## config.mk

```make
export PLATFORM = sky130hd
export DESIGN_NAME = decode_ucode_top
export DESIGN_NICKNAME = d
export VERILOG_FILES = /design/src/source/ucode_pkg.sv /design/src/source/uop_credit_if.sv /design/src/source/opcode_rom_control_cloud.sv /design/src/source/ucode_rom.sv /design/src/source/ucode_sequencer.sv /design/src/source/uop_out_queue.sv /design/src/source/decode_ucode_top.sv
export SDC_FILE = /design/constraint.sdc
export NUM_CORES = 1
export LEC_CHECK = 0
export BUFFER_PORTS_ARGS = -buffer_cell sky130_fd_sc_hd__buf_4
export CAP_MARGIN = 20
export CORE_MARGIN = 2
export CORE_UTILIZATION = 59
export DETAILED_ROUTE_END_ITERATION = 16
export PLACE_DENSITY = 0.83
export SYNTH_ARGS = -nofsm -noshare
export SYNTH_HDL_FRONTEND = slang
export SYNTH_HIERARCHICAL = 1
export SYNTH_SLANG_ARGS = --single-unit
```

## constraint.sdc

```tcl
create_clock -name clk -period 3.7 [get_ports clk]
set_input_delay 0.74 -clock clk [delete_from_list [all_inputs] [get_ports clk]]
set_output_delay 0.74 -clock clk [all_outputs]
set_load 0.01 [all_outputs]
```

## src/source/ucode_pkg.sv

```systemverilog
package ucode_pkg;

  localparam int opcode_w    = 16;
  localparam int rom_entry_w = 4;
  localparam int step_w      = 2;  // up to four micro-ops per entry.
  localparam int queue_depth = 4;
  localparam int out_credits = 4;

  // counters hold values up to the larger credit pool.
  localparam int credit_w = $clog2((queue_depth > out_credits ? queue_depth : out_credits) + 1);
  localparam int ptr_w    = $clog2(queue_depth);

  typedef logic [credit_w-1:0] credit_t;
  typedef logic [ptr_w-1:0]    ptr_t;
  typedef logic [step_w-1:0]   step_t;

  typedef enum logic [2:0] {
    uop_direct,
    uop_load,
    uop_store,
    uop_alu,
    uop_push,
    uop_pop,
    uop_jump
  } uop_kind_e;

  typedef struct packed {
    uop_kind_e             kind;
    logic [opcode_w-1:0]   opcode;  // full opcode field, low byte included.
    logic                  last;    // final micro-op of the instruction.
  } uop_t;

  typedef struct packed {
    uop_kind_e kind;
    logic      last;
  } rom_word_t;

  typedef enum logic [1:0] {
    seq_idle,
    seq_direct,
    seq_rom
  } seq_state_e;

endpackage

```

## src/source/uop_credit_if.sv

```systemverilog
`timescale 1ns/10ps

interface uop_credit_if;

  logic            valid;
  ucode_pkg::uop_t uop;
  logic            credit_return;  // one pulse per entry leaving the queue.

  modport sender (
    output valid,
    output uop,
    input  credit_return
  );

  modport receiver (
    input  valid,
    input  uop,
    output credit_return
  );

endinterface

```

## src/source/opcode_rom_control_cloud.sv

```systemverilog
`timescale 1ns/10ps

module opcode_rom_control_cloud (
  input  logic [ucode_pkg::opcode_w-1:0]    opcode,
  input  logic                              sizeop,
  output logic [ucode_pkg::rom_entry_w-1:0] rom_control,
  output logic                              rom_in_control
);

  logic [7:0]  hi;
  logic [15:0] term;

  assign hi = opcode[15:8];  // low byte takes no part in the decision.

  // product terms, sized ones qualified by sizeop low.
  assign term[0]  = (hi == 8'hE8);
  assign term[1]  = (hi == 8'hFF);
  assign term[2]  = !sizeop && (hi ==? 8'b1100_x01x);
  assign term[3]  = !sizeop && (hi == 8'h9A);
  assign term[4]  = !sizeop && (hi == 8'hCF);
  assign term[5]  = (hi == 8'hFF);
  assign term[6]  = !sizeop && (hi ==? 8'b1100_x010);
  assign term[7]  = !sizeop && (hi == 8'hFF);
  assign term[8]  = !sizeop && (hi == 8'hE8);
  assign term[9]  = !sizeop && (hi == 8'h9A);
  assign term[10] = !sizeop && (hi ==? 8'b1100_101x);
  assign term[11] = (hi == 8'hE8);
  assign term[12] = !sizeop && (hi == 8'h9A);
  assign term[13] = !sizeop && (hi == 8'hCF);
  assign term[14] = (hi == 8'hFF);
  assign term[15] = !sizeop && (hi ==? 8'b1100_x01x);

  assign rom_control[3] = term[0] | term[1];
  assign rom_control[2] = term[2];
  assign rom_control[1] = term[3] | term[4] | term[5] | term[6];
  assign rom_control[0] = term[7] | term[8] | term[9] | term[10];

  assign rom_in_control = term[11] | term[12] | term[13] | term[14] | term[15];

endmodule

```

## src/source/ucode_rom.sv

```systemverilog
`timescale 1ns/10ps

module ucode_rom (
  input  logic [ucode_pkg::rom_entry_w-1:0] entry,
  input  logic [ucode_pkg::step_w-1:0]      step,
  output ucode_pkg::rom_word_t              word
);

  always_comb begin
    word = '{ucode_pkg::uop_alu, 1'b1};  // unused slots end the sequence.
    case ({entry, step})
      // entry 2, CF.
      {4'h2, 2'd0}: word = '{ucode_pkg::uop_pop, 1'b0};
      {4'h2, 2'd1}: word = '{ucode_pkg::uop_pop, 1'b0};
      {4'h2, 2'd2}: word = '{ucode_pkg::uop_pop, 1'b0};
      {4'h2, 2'd3}: word = '{ucode_pkg::uop_jump, 1'b1};
      // entry 3, 9A.
      {4'h3, 2'd0}: word = '{ucode_pkg::uop_push, 1'b0};
      {4'h3, 2'd1}: word = '{ucode_pkg::uop_push, 1'b0};
      {4'h3, 2'd2}: word = '{ucode_pkg::uop_jump, 1'b1};
      // entry 4, C3.
      {4'h4, 2'd0}: word = '{ucode_pkg::uop_pop, 1'b0};
      {4'h4, 2'd1}: word = '{ucode_pkg::uop_jump, 1'b1};
      // entry 5, CB.
      {4'h5, 2'd0}: word = '{ucode_pkg::uop_pop, 1'b0};
      {4'h5, 2'd1}: word = '{ucode_pkg::uop_pop, 1'b0};
      {4'h5, 2'd2}: word = '{ucode_pkg::uop_jump, 1'b1};
      // entry 6, C2.
      {4'h6, 2'd0}: word = '{ucode_pkg::uop_pop, 1'b0};
      {4'h6, 2'd1}: word = '{ucode_pkg::uop_alu, 1'b0};
      {4'h6, 2'd2}: word = '{ucode_pkg::uop_jump, 1'b1};
      // entry 7, CA.
      {4'h7, 2'd0}: word = '{ucode_pkg::uop_pop, 1'b0};
      {4'h7, 2'd1}: word = '{ucode_pkg::uop_pop, 1'b0};
      {4'h7, 2'd2}: word = '{ucode_pkg::uop_alu, 1'b0};
      {4'h7, 2'd3}: word = '{ucode_pkg::uop_jump, 1'b1};
      // entry 8, E8 with sizeop high.
      {4'h8, 2'd0}: word = '{ucode_pkg::uop_push, 1'b0};
      {4'h8, 2'd1}: word = '{ucode_pkg::uop_jump, 1'b1};
      // entry 9, E8 with sizeop low.
      {4'h9, 2'd0}: word = '{ucode_pkg::uop_alu, 1'b0};
      {4'h9, 2'd1}: word = '{ucode_pkg::uop_push, 1'b0};
      {4'h9, 2'd2}: word = '{ucode_pkg::uop_jump, 1'b1};
      // entry a, FF with sizeop high.
      {4'hA, 2'd0}: word = '{ucode_pkg::uop_load, 1'b0};
      {4'hA, 2'd1}: word = '{ucode_pkg::uop_push, 1'b0};
      {4'hA, 2'd2}: word = '{ucode_pkg::uop_jump, 1'b1};
      // entry b, FF with sizeop low.
      {4'hB, 2'd0}: word = '{ucode_pkg::uop_load, 1'b0};
      {4'hB, 2'd1}: word = '{ucode_pkg::uop_alu, 1'b0};
      {4'hB, 2'd2}: word = '{ucode_pkg::uop_push, 1'b0};
      {4'hB, 2'd3}: word = '{ucode_pkg::uop_jump, 1'b1};
      // entry c, spare store slot.
      {4'hC, 2'd0}: word = '{ucode_pkg::uop_store, 1'b1};
      default: ;
    endcase
  end

endmodule

```

## src/source/ucode_sequencer.sv

```systemverilog
`timescale 1ns/10ps

module ucode_sequencer (
  input  logic                           clk,
  input  logic                           rst,
  input  logic                           in_valid,
  input  logic [ucode_pkg::opcode_w-1:0] in_opcode,
  input  logic                           in_sizeop,
  output logic                           in_ready,
  uop_credit_if.sender                   tx
);

  logic [ucode_pkg::opcode_w-1:0]    op_q;
  logic                              size_q;
  logic                              busy_q;
  logic                              ready_q;
  ucode_pkg::step_t                  step_q;
  ucode_pkg::credit_t                cred_q;
  ucode_pkg::credit_t                cred_d;
  ucode_pkg::seq_state_e             state;
  logic [ucode_pkg::rom_entry_w-1:0] rom_control;
  logic                              rom_in_control;
  ucode_pkg::rom_word_t              word;
  ucode_pkg::uop_t                   uop;
  logic                              accept;
  logic                              send;
  logic                              done;

  opcode_rom_control_cloud u_cloud (
    .opcode         (op_q),
    .sizeop         (size_q),
    .rom_control    (rom_control),
    .rom_in_control (rom_in_control)
  );

  ucode_rom u_rom (
    .entry (rom_control),
    .step  (step_q),
    .word  (word)
  );

  // mode follows the class of the registered instruction.
  always_comb begin
    if (!busy_q) begin
      state = ucode_pkg::seq_idle;
    end else if (rom_in_control) begin
      state = ucode_pkg::seq_rom;
    end else begin
      state = ucode_pkg::seq_direct;
    end
  end

  always_comb begin
    uop.opcode = op_q;
    if (state == ucode_pkg::seq_rom) begin
      uop.kind = word.kind;
      uop.last = word.last;
    end else begin
      uop.kind = ucode_pkg::uop_direct;
      uop.last = 1'b1;
    end
  end

  assign accept   = in_valid && ready_q;
  assign send     = (state != ucode_pkg::seq_idle) && (cred_q != '0);  // stall without credit.
  assign done     = send && uop.last;
  assign in_ready = ready_q;
  assign tx.valid = send;
  assign tx.uop   = uop;

  always_comb begin
    cred_d = cred_q;
    if (send) cred_d = cred_d - ucode_pkg::credit_t'(1);
    if (tx.credit_return) cred_d = cred_d + ucode_pkg::credit_t'(1);
  end

  always_ff @(posedge clk) begin
    if (rst) begin
      busy_q  <= 1'b0;
      ready_q <= 1'b0;
      step_q  <= '0;
      cred_q  <= ucode_pkg::credit_t'(ucode_pkg::queue_depth);
    end else begin
      cred_q  <= cred_d;
      ready_q <= !accept && (done || !busy_q);  // rises the cycle after last is sent.
      if (accept) begin
        busy_q <= 1'b1;
        step_q <= '0;
      end else if (done) begin
        busy_q <= 1'b0;
        step_q <= '0;
      end else if (send) begin
        step_q <= step_q + ucode_pkg::step_t'(1);
      end
    end
  end

  always_ff @(posedge clk) begin
    if (accept) begin
      op_q   <= in_opcode;
      size_q <= in_sizeop;
    end
  end

  // the queue must never hand back more credits than it was given.
  a_credit_bound: assert property (@(posedge clk) disable iff (rst)
    cred_q <= ucode_pkg::credit_t'(ucode_pkg::queue_depth));

endmodule

```

## src/source/uop_out_queue.sv

```systemverilog
`timescale 1ns/10ps

module uop_out_queue (
  input  logic            clk,
  input  logic            rst,
  uop_credit_if.receiver  rx,
  output logic            out_valid,
  output ucode_pkg::uop_t out_uop,
  input  logic            out_credit
);

  ucode_pkg::uop_t    mem [ucode_pkg::queue_depth];
  ucode_pkg::ptr_t    wr_ptr_q;
  ucode_pkg::ptr_t    rd_ptr_q;
  ucode_pkg::credit_t count_q;     // entries held.
  ucode_pkg::credit_t ext_cred_q;  // credits granted by the consumer.
  logic               pop;

  assign pop              = (count_q != '0) && (ext_cred_q != '0);
  assign out_valid        = pop;
  assign out_uop          = mem[rd_ptr_q];
  assign rx.credit_return = pop;  // each pop frees a slot for the sequencer.

  always_ff @(posedge clk) begin
    if (rx.valid) begin
      mem[wr_ptr_q] <= rx.uop;
    end
  end

  always_ff @(posedge clk) begin
    if (rst) begin
      wr_ptr_q   <= '0;
      rd_ptr_q   <= '0;
      count_q    <= '0;
      ext_cred_q <= ucode_pkg::credit_t'(ucode_pkg::out_credits);
    end else begin
      // pointers wrap on their own, depth is a power of two.
      if (rx.valid) wr_ptr_q <= wr_ptr_q + ucode_pkg::ptr_t'(1);
      if (pop) rd_ptr_q <= rd_ptr_q + ucode_pkg::ptr_t'(1);

      case ({rx.valid, pop})
        2'b10: count_q <= count_q + ucode_pkg::credit_t'(1);
        2'b01: count_q <= count_q - ucode_pkg::credit_t'(1);
        default: ;
      endcase

      case ({pop, out_credit})
        2'b10: ext_cred_q <= ext_cred_q - ucode_pkg::credit_t'(1);
        2'b01: ext_cred_q <= ext_cred_q + ucode_pkg::credit_t'(1);
        default: ;
      endcase
    end
  end

  // holds only if the sequencer keeps to its credit count.
  a_no_push_full: assert property (@(posedge clk) disable iff (rst)
    rx.valid |-> count_q != ucode_pkg::credit_t'(ucode_pkg::queue_depth));

  a_ext_credit_bound: assert property (@(posedge clk) disable iff (rst)
    ext_cred_q <= ucode_pkg::credit_t'(ucode_pkg::out_credits));

endmodule

```

## src/source/decode_ucode_top.sv

```systemverilog
`timescale 1ns/10ps

module decode_ucode_top (
  input  logic                           clk,
  input  logic                           rst,
  input  logic                           in_valid,
  input  logic [ucode_pkg::opcode_w-1:0] in_opcode,
  input  logic                           in_sizeop,
  output logic                           in_ready,
  output logic                           out_valid,
  output ucode_pkg::uop_t                out_uop,
  input  logic                           out_credit
);

  uop_credit_if uop_link ();  // sequencer to queue.

  ucode_sequencer u_seq (
    .clk       (clk),
    .rst       (rst),
    .in_valid  (in_valid),
    .in_opcode (in_opcode),
    .in_sizeop (in_sizeop),
    .in_ready  (in_ready),
    .tx        (uop_link)
  );

  uop_out_queue u_queue (
    .clk        (clk),
    .rst        (rst),
    .rx         (uop_link),
    .out_valid  (out_valid),
    .out_uop    (out_uop),
    .out_credit (out_credit)
  );

endmodule

```

==> impl_results.rst <==
.. list-table::
   :header-rows: 1

   * - Metric
     - Value
   * - Outcome
     - complete, no violations
   * - Clock insertion delay at the later pin of the skew report
     - 0.50 ns
   * - Via density per instance
     - 6.04
   * - Switching Power
     - 1.00 mW
   * - Ranking of synthesized cells by area
     - sky130_fd_sc_hd__edfxtp_1, sky130_fd_sc_hd__mux4_2, sky130_fd_sc_hd__dfxtp_1, sky130_fd_sc_hd__ha_1, sky130_fd_sc_hd__a21oi_1
   * - Clock group share of total power
     - 40.2%
   * - Post-Synthesis Mean Instance Area
     - 15.9 sq um
   * - Maximum level of the CTS H-tree
     - 4
   * - Worst-path fanout max
     - 20
   * - First-pass GRT wire length
     - 16.0 mm
   * - Pin count of the biggest net entering global routing
     - 22
   * - Count of vias placed by the detailed router
     - 2,928
   * - Gates resized, CTS repair
     - 0
   * - Final cell utilization of the core
     - 73.0%
   * - CTS Buf Count
     - 17
   * - Number of distinct library cells after synthesis
     - 60
   * - Buffer cell driving the clock tree root
     - sky130_fd_sc_hd__clkbuf_8
   * - Die outline area
     - 9170 sq um
   * - Peak supply drop
     - 514 uV
   * - Antenna-violating nets left
     - 0
   * - Fraction of synthesis flops using an asynchronous set or reset pin
     - 0%
   * - Share of layout cells above drive strength 1
     - 30.8%
   * - Worst Path Arrival
     - 3.66 ns
   * - Die H
     - 95.8 um
   * - Kind of critical path
     - register to register
   * - Most common cell in the synthesized netlist
     - sky130_fd_sc_hd__edfxtp_1
   * - Number of max-capacitance violations reported
     - 0
   * - Final non-filler cell area
     - 5970 sq um
   * - Syn Std Cell Area
     - 4970 sq um
   * - Syn_nets
     - 344
   * - Share of the cycle needed by the critical path after routing
     - 89.4%
   * - Area Growth Syn to Fin
     - 20.1%
   * - Weighted congestion reported at the end of routability-driven placement
     - 0.845
   * - Clock-pin transition on the worst setup and hold timing paths
     - 0.06 ns
   * - Lkg Pwr
     - 2.13 nW
   * - Count of pins on the block boundary
     - 43
   * - Largest clock skew in the final design
     - 0.00949 ns
   * - Clock sinks
     - 116
   * - Number of violations reported at the end of detailed-routing iteration 0
     - 156
   * - Number of pins with negative max-slew slack in the final report
     - 0
   * - Internal power contribution
     - 2.98 mW
   * - Post-route minimum period
     - 3.31 ns
   * - Relative slew slack
     - 34.9%
   * - RSZ-0062 raised after global routing
     - no
   * - Synth cell count leaders
     - sky130_fd_sc_hd__edfxtp_1, sky130_fd_sc_hd__mux4_2, sky130_fd_sc_hd__dfxtp_1, sky130_fd_sc_hd__nor2_1, sky130_fd_sc_hd__nand2_1
   * - Clock tree from TritonCTS
     - yes
   * - Portion of total power attributed to combinational logic
     - 20.7%
   * - Placed wire-length estimate after detailed placement
     - 5.88 mm
   * - Number of synthesized register bits
     - 116
   * - PD cells
     - 667 nW/um^2
   * - Area fraction of the dominant cell type after synthesis
     - 58.6%
   * - TritonRoute pass-1 iters
     - 5
   * - Core region area
     - 8180 sq um
   * - Antenna fix cells
     - 0
   * - Setup-failing EPs final
     - 0
   * - Remaining Overflow, GRT
     - 0
   * - Fmax
     - 302 MHz
   * - Portion of total power attributed to sequential cells
     - 39.1%
   * - Antenna violations before repair
     - 0
   * - Final hold viol count
     - 0
   * - Setup TNS
     - 0 ns
   * - Initial Util
     - 60.8%
   * - Overall global routing resource usage
     - 25.0%
   * - Via count of the first global-routing pass
     - 3,009
   * - CP endpoint kind
     - register
   * - Total wirelength of the detailed-routed design
     - 10.4 mm
   * - Port Buffers
     - 42
   * - Most frequently used flop master after synthesis
     - sky130_fd_sc_hd__edfxtp_1
   * - Total power draw
     - 3.98 mW
   * - Post-detailed-route DRC marker count
     - 0
   * - Data required time at the worst endpoint
     - 4.05 ns
   * - Count of synthesis-stage warnings from yosys
     - 6
   * - Site row count
     - 33
   * - Floorplan die width
     - 95.8 um
   * - Number of flops mapped to enable cells by yosys
     - 97
   * - Sequential share of the synthesized area
     - 66.3%
   * - Least-Margin Pin Slew
     - 0.972 ns
   * - Post-synthesis cell type with the largest combined area
     - sky130_fd_sc_hd__edfxtp_1
   * - Worst hold slack
     - 0.411 ns
   * - Number of nets in the layout
     - 399
   * - Placed Area
     - 5380 sq um
   * - Mapped Cells
     - 312
   * - Bufs on Longest Clock Path
     - 2
   * - Share of total power consumed by net switching
     - 25.2%
   * - CTS Hold Buffers Added
     - 0
   * - Type of the most critical hold path
     - input pin to register
   * - Count of buffers added by post-CTS timing repair for setup
     - 0
   * - Worst Setup Start Kind
     - register
   * - Average wire per standard cell
     - 21.5 um
power groups by stage:
stage,sequential (mW),combinational (mW),clock (mW)
CTS,1.55,0.840,1.62
global route,1.56,0.916,1.68
finish,1.55,0.825,1.60
detailed placement,1.58,0.828,0
global placement,1.57,0.805,0
floorplan,1.56,0.610,0
state kept, by name (all words and copies together), names as in the netlist, named ones only:
| register | flops |
|---|---|
| u_seq/step_q | 2 |
| u_queue/rd_ptr_q | 2 |
| u_seq/in_ready | 1 |
| u_seq/busy_q | 1 |
| u_seq/cred_q | 3 |
| u_queue/mem | 80 |
| u_queue/count_q | 3 |
| u_queue/wr_ptr_q | 2 |
| u_seq/size_q | 1 |
| u_seq/op_q | 16 |
| u_queue/ext_cred_q | 3 |
metal layers:
layer	GRT usage (%)	routed length [um]	share of wire, %	vias to the layer above
li1	-	-	-	1323
met1	28.6	3990	38	1444
met4	13.3	411	3.9	0
met5	0	0	0	-
met3	7.99	567	5.4	32
met2	42.0	5470	52	129
final timing paths:
path	start	end	slack, ns	depth (start not counted)
min	in_opcode[10]	u_seq/op_q[10]	0.41	1
min reg2reg	u_queue/rd_ptr_q[1]	register	0.49	2
max reg2reg	u_seq/op_q[12]	u_seq/in_ready	0.39	11
max	u_seq/op_q[12]	u_seq/in_ready	0.39	11
logic make-up after synthesis:
group	Yosys count	share of synthesized area, %
flops	116	66.3
simple gates	83	9.97
compound gates	42	5.61
mux	27	10.6
buf+inv	26	2.87
fa+ha+maj	11	3.07
xor+xnor	7	1.61
critical path, stage by stage (launching register included):
cell and delay (ns):
sky130_fd_sc_hd__edfxtp_1 0.50, sky130_fd_sc_hd__nand2b_1 0.26, sky130_fd_sc_hd__nor4_2 0.36, sky130_fd_sc_hd__buf_4 0.29
sky130_fd_sc_hd__nand2b_1 0.08, sky130_fd_sc_hd__o211ai_1 0.43, sky130_fd_sc_hd__nor2_1 0.27, sky130_fd_sc_hd__o21ai_0 0.27
sky130_fd_sc_hd__nand3_1 0.15, sky130_fd_sc_hd__nor2b_1 0.24, sky130_fd_sc_hd__o21ai_0 0.13, sky130_fd_sc_hd__nor3b_1 0.16
cell usage in the layout (no fill, tap or decap), drive strengths merged, types with 3 or more instances in the layout:
| master | netlist | layout |
|---|---|---|
| edfxtp | 97 | 97 |
| buf | 13 | 50 |
| clkbuf | 1 | 22 |
| mux4 | 20 | 20 |
| dfxtp | 19 | 19 |
| nor2 | 16 | 16 |
| nand2 | 14 | 14 |
| a21oi | 14 | 14 |
| inv | 12 | 12 |
| o21ai | 11 | 11 |
| ha | 9 | 9 |
| nand2b | 8 | 8 |
| nor3 | 5 | 5 |
| mux2i | 5 | 5 |
| nand4 | 5 | 5 |
| clkinv | 0 | 5 |
| and2 | 4 | 4 |
| xnor2 | 4 | 4 |
| or3 | 4 | 4 |
| bufinv | 0 | 3 |
| xor2 | 3 | 3 |
| and3 | 3 | 3 |
| nor3b | 3 | 3 |
| a31oi | 3 | 3 |
final cells by class:
cell class,count,area [sq um]
multi-input combinational,170,1530
fill,500,2210
tap,105,131
timing repair buffer,50,375
clock buffer,22,453
sequential,116,3290
inverter,12,50.0
clock inverter,10,133
per-stage QoR:
step	setup WS, ns	cells
2_1_floorplan	1.06	312
6_report	0.392	485
5_1_grt	0.120	485
4_1_cts	0.504	485
3_3_place_gp	0.793	453
3_5_place_dp	0.665	453
(Power assumes the default switching activity.)
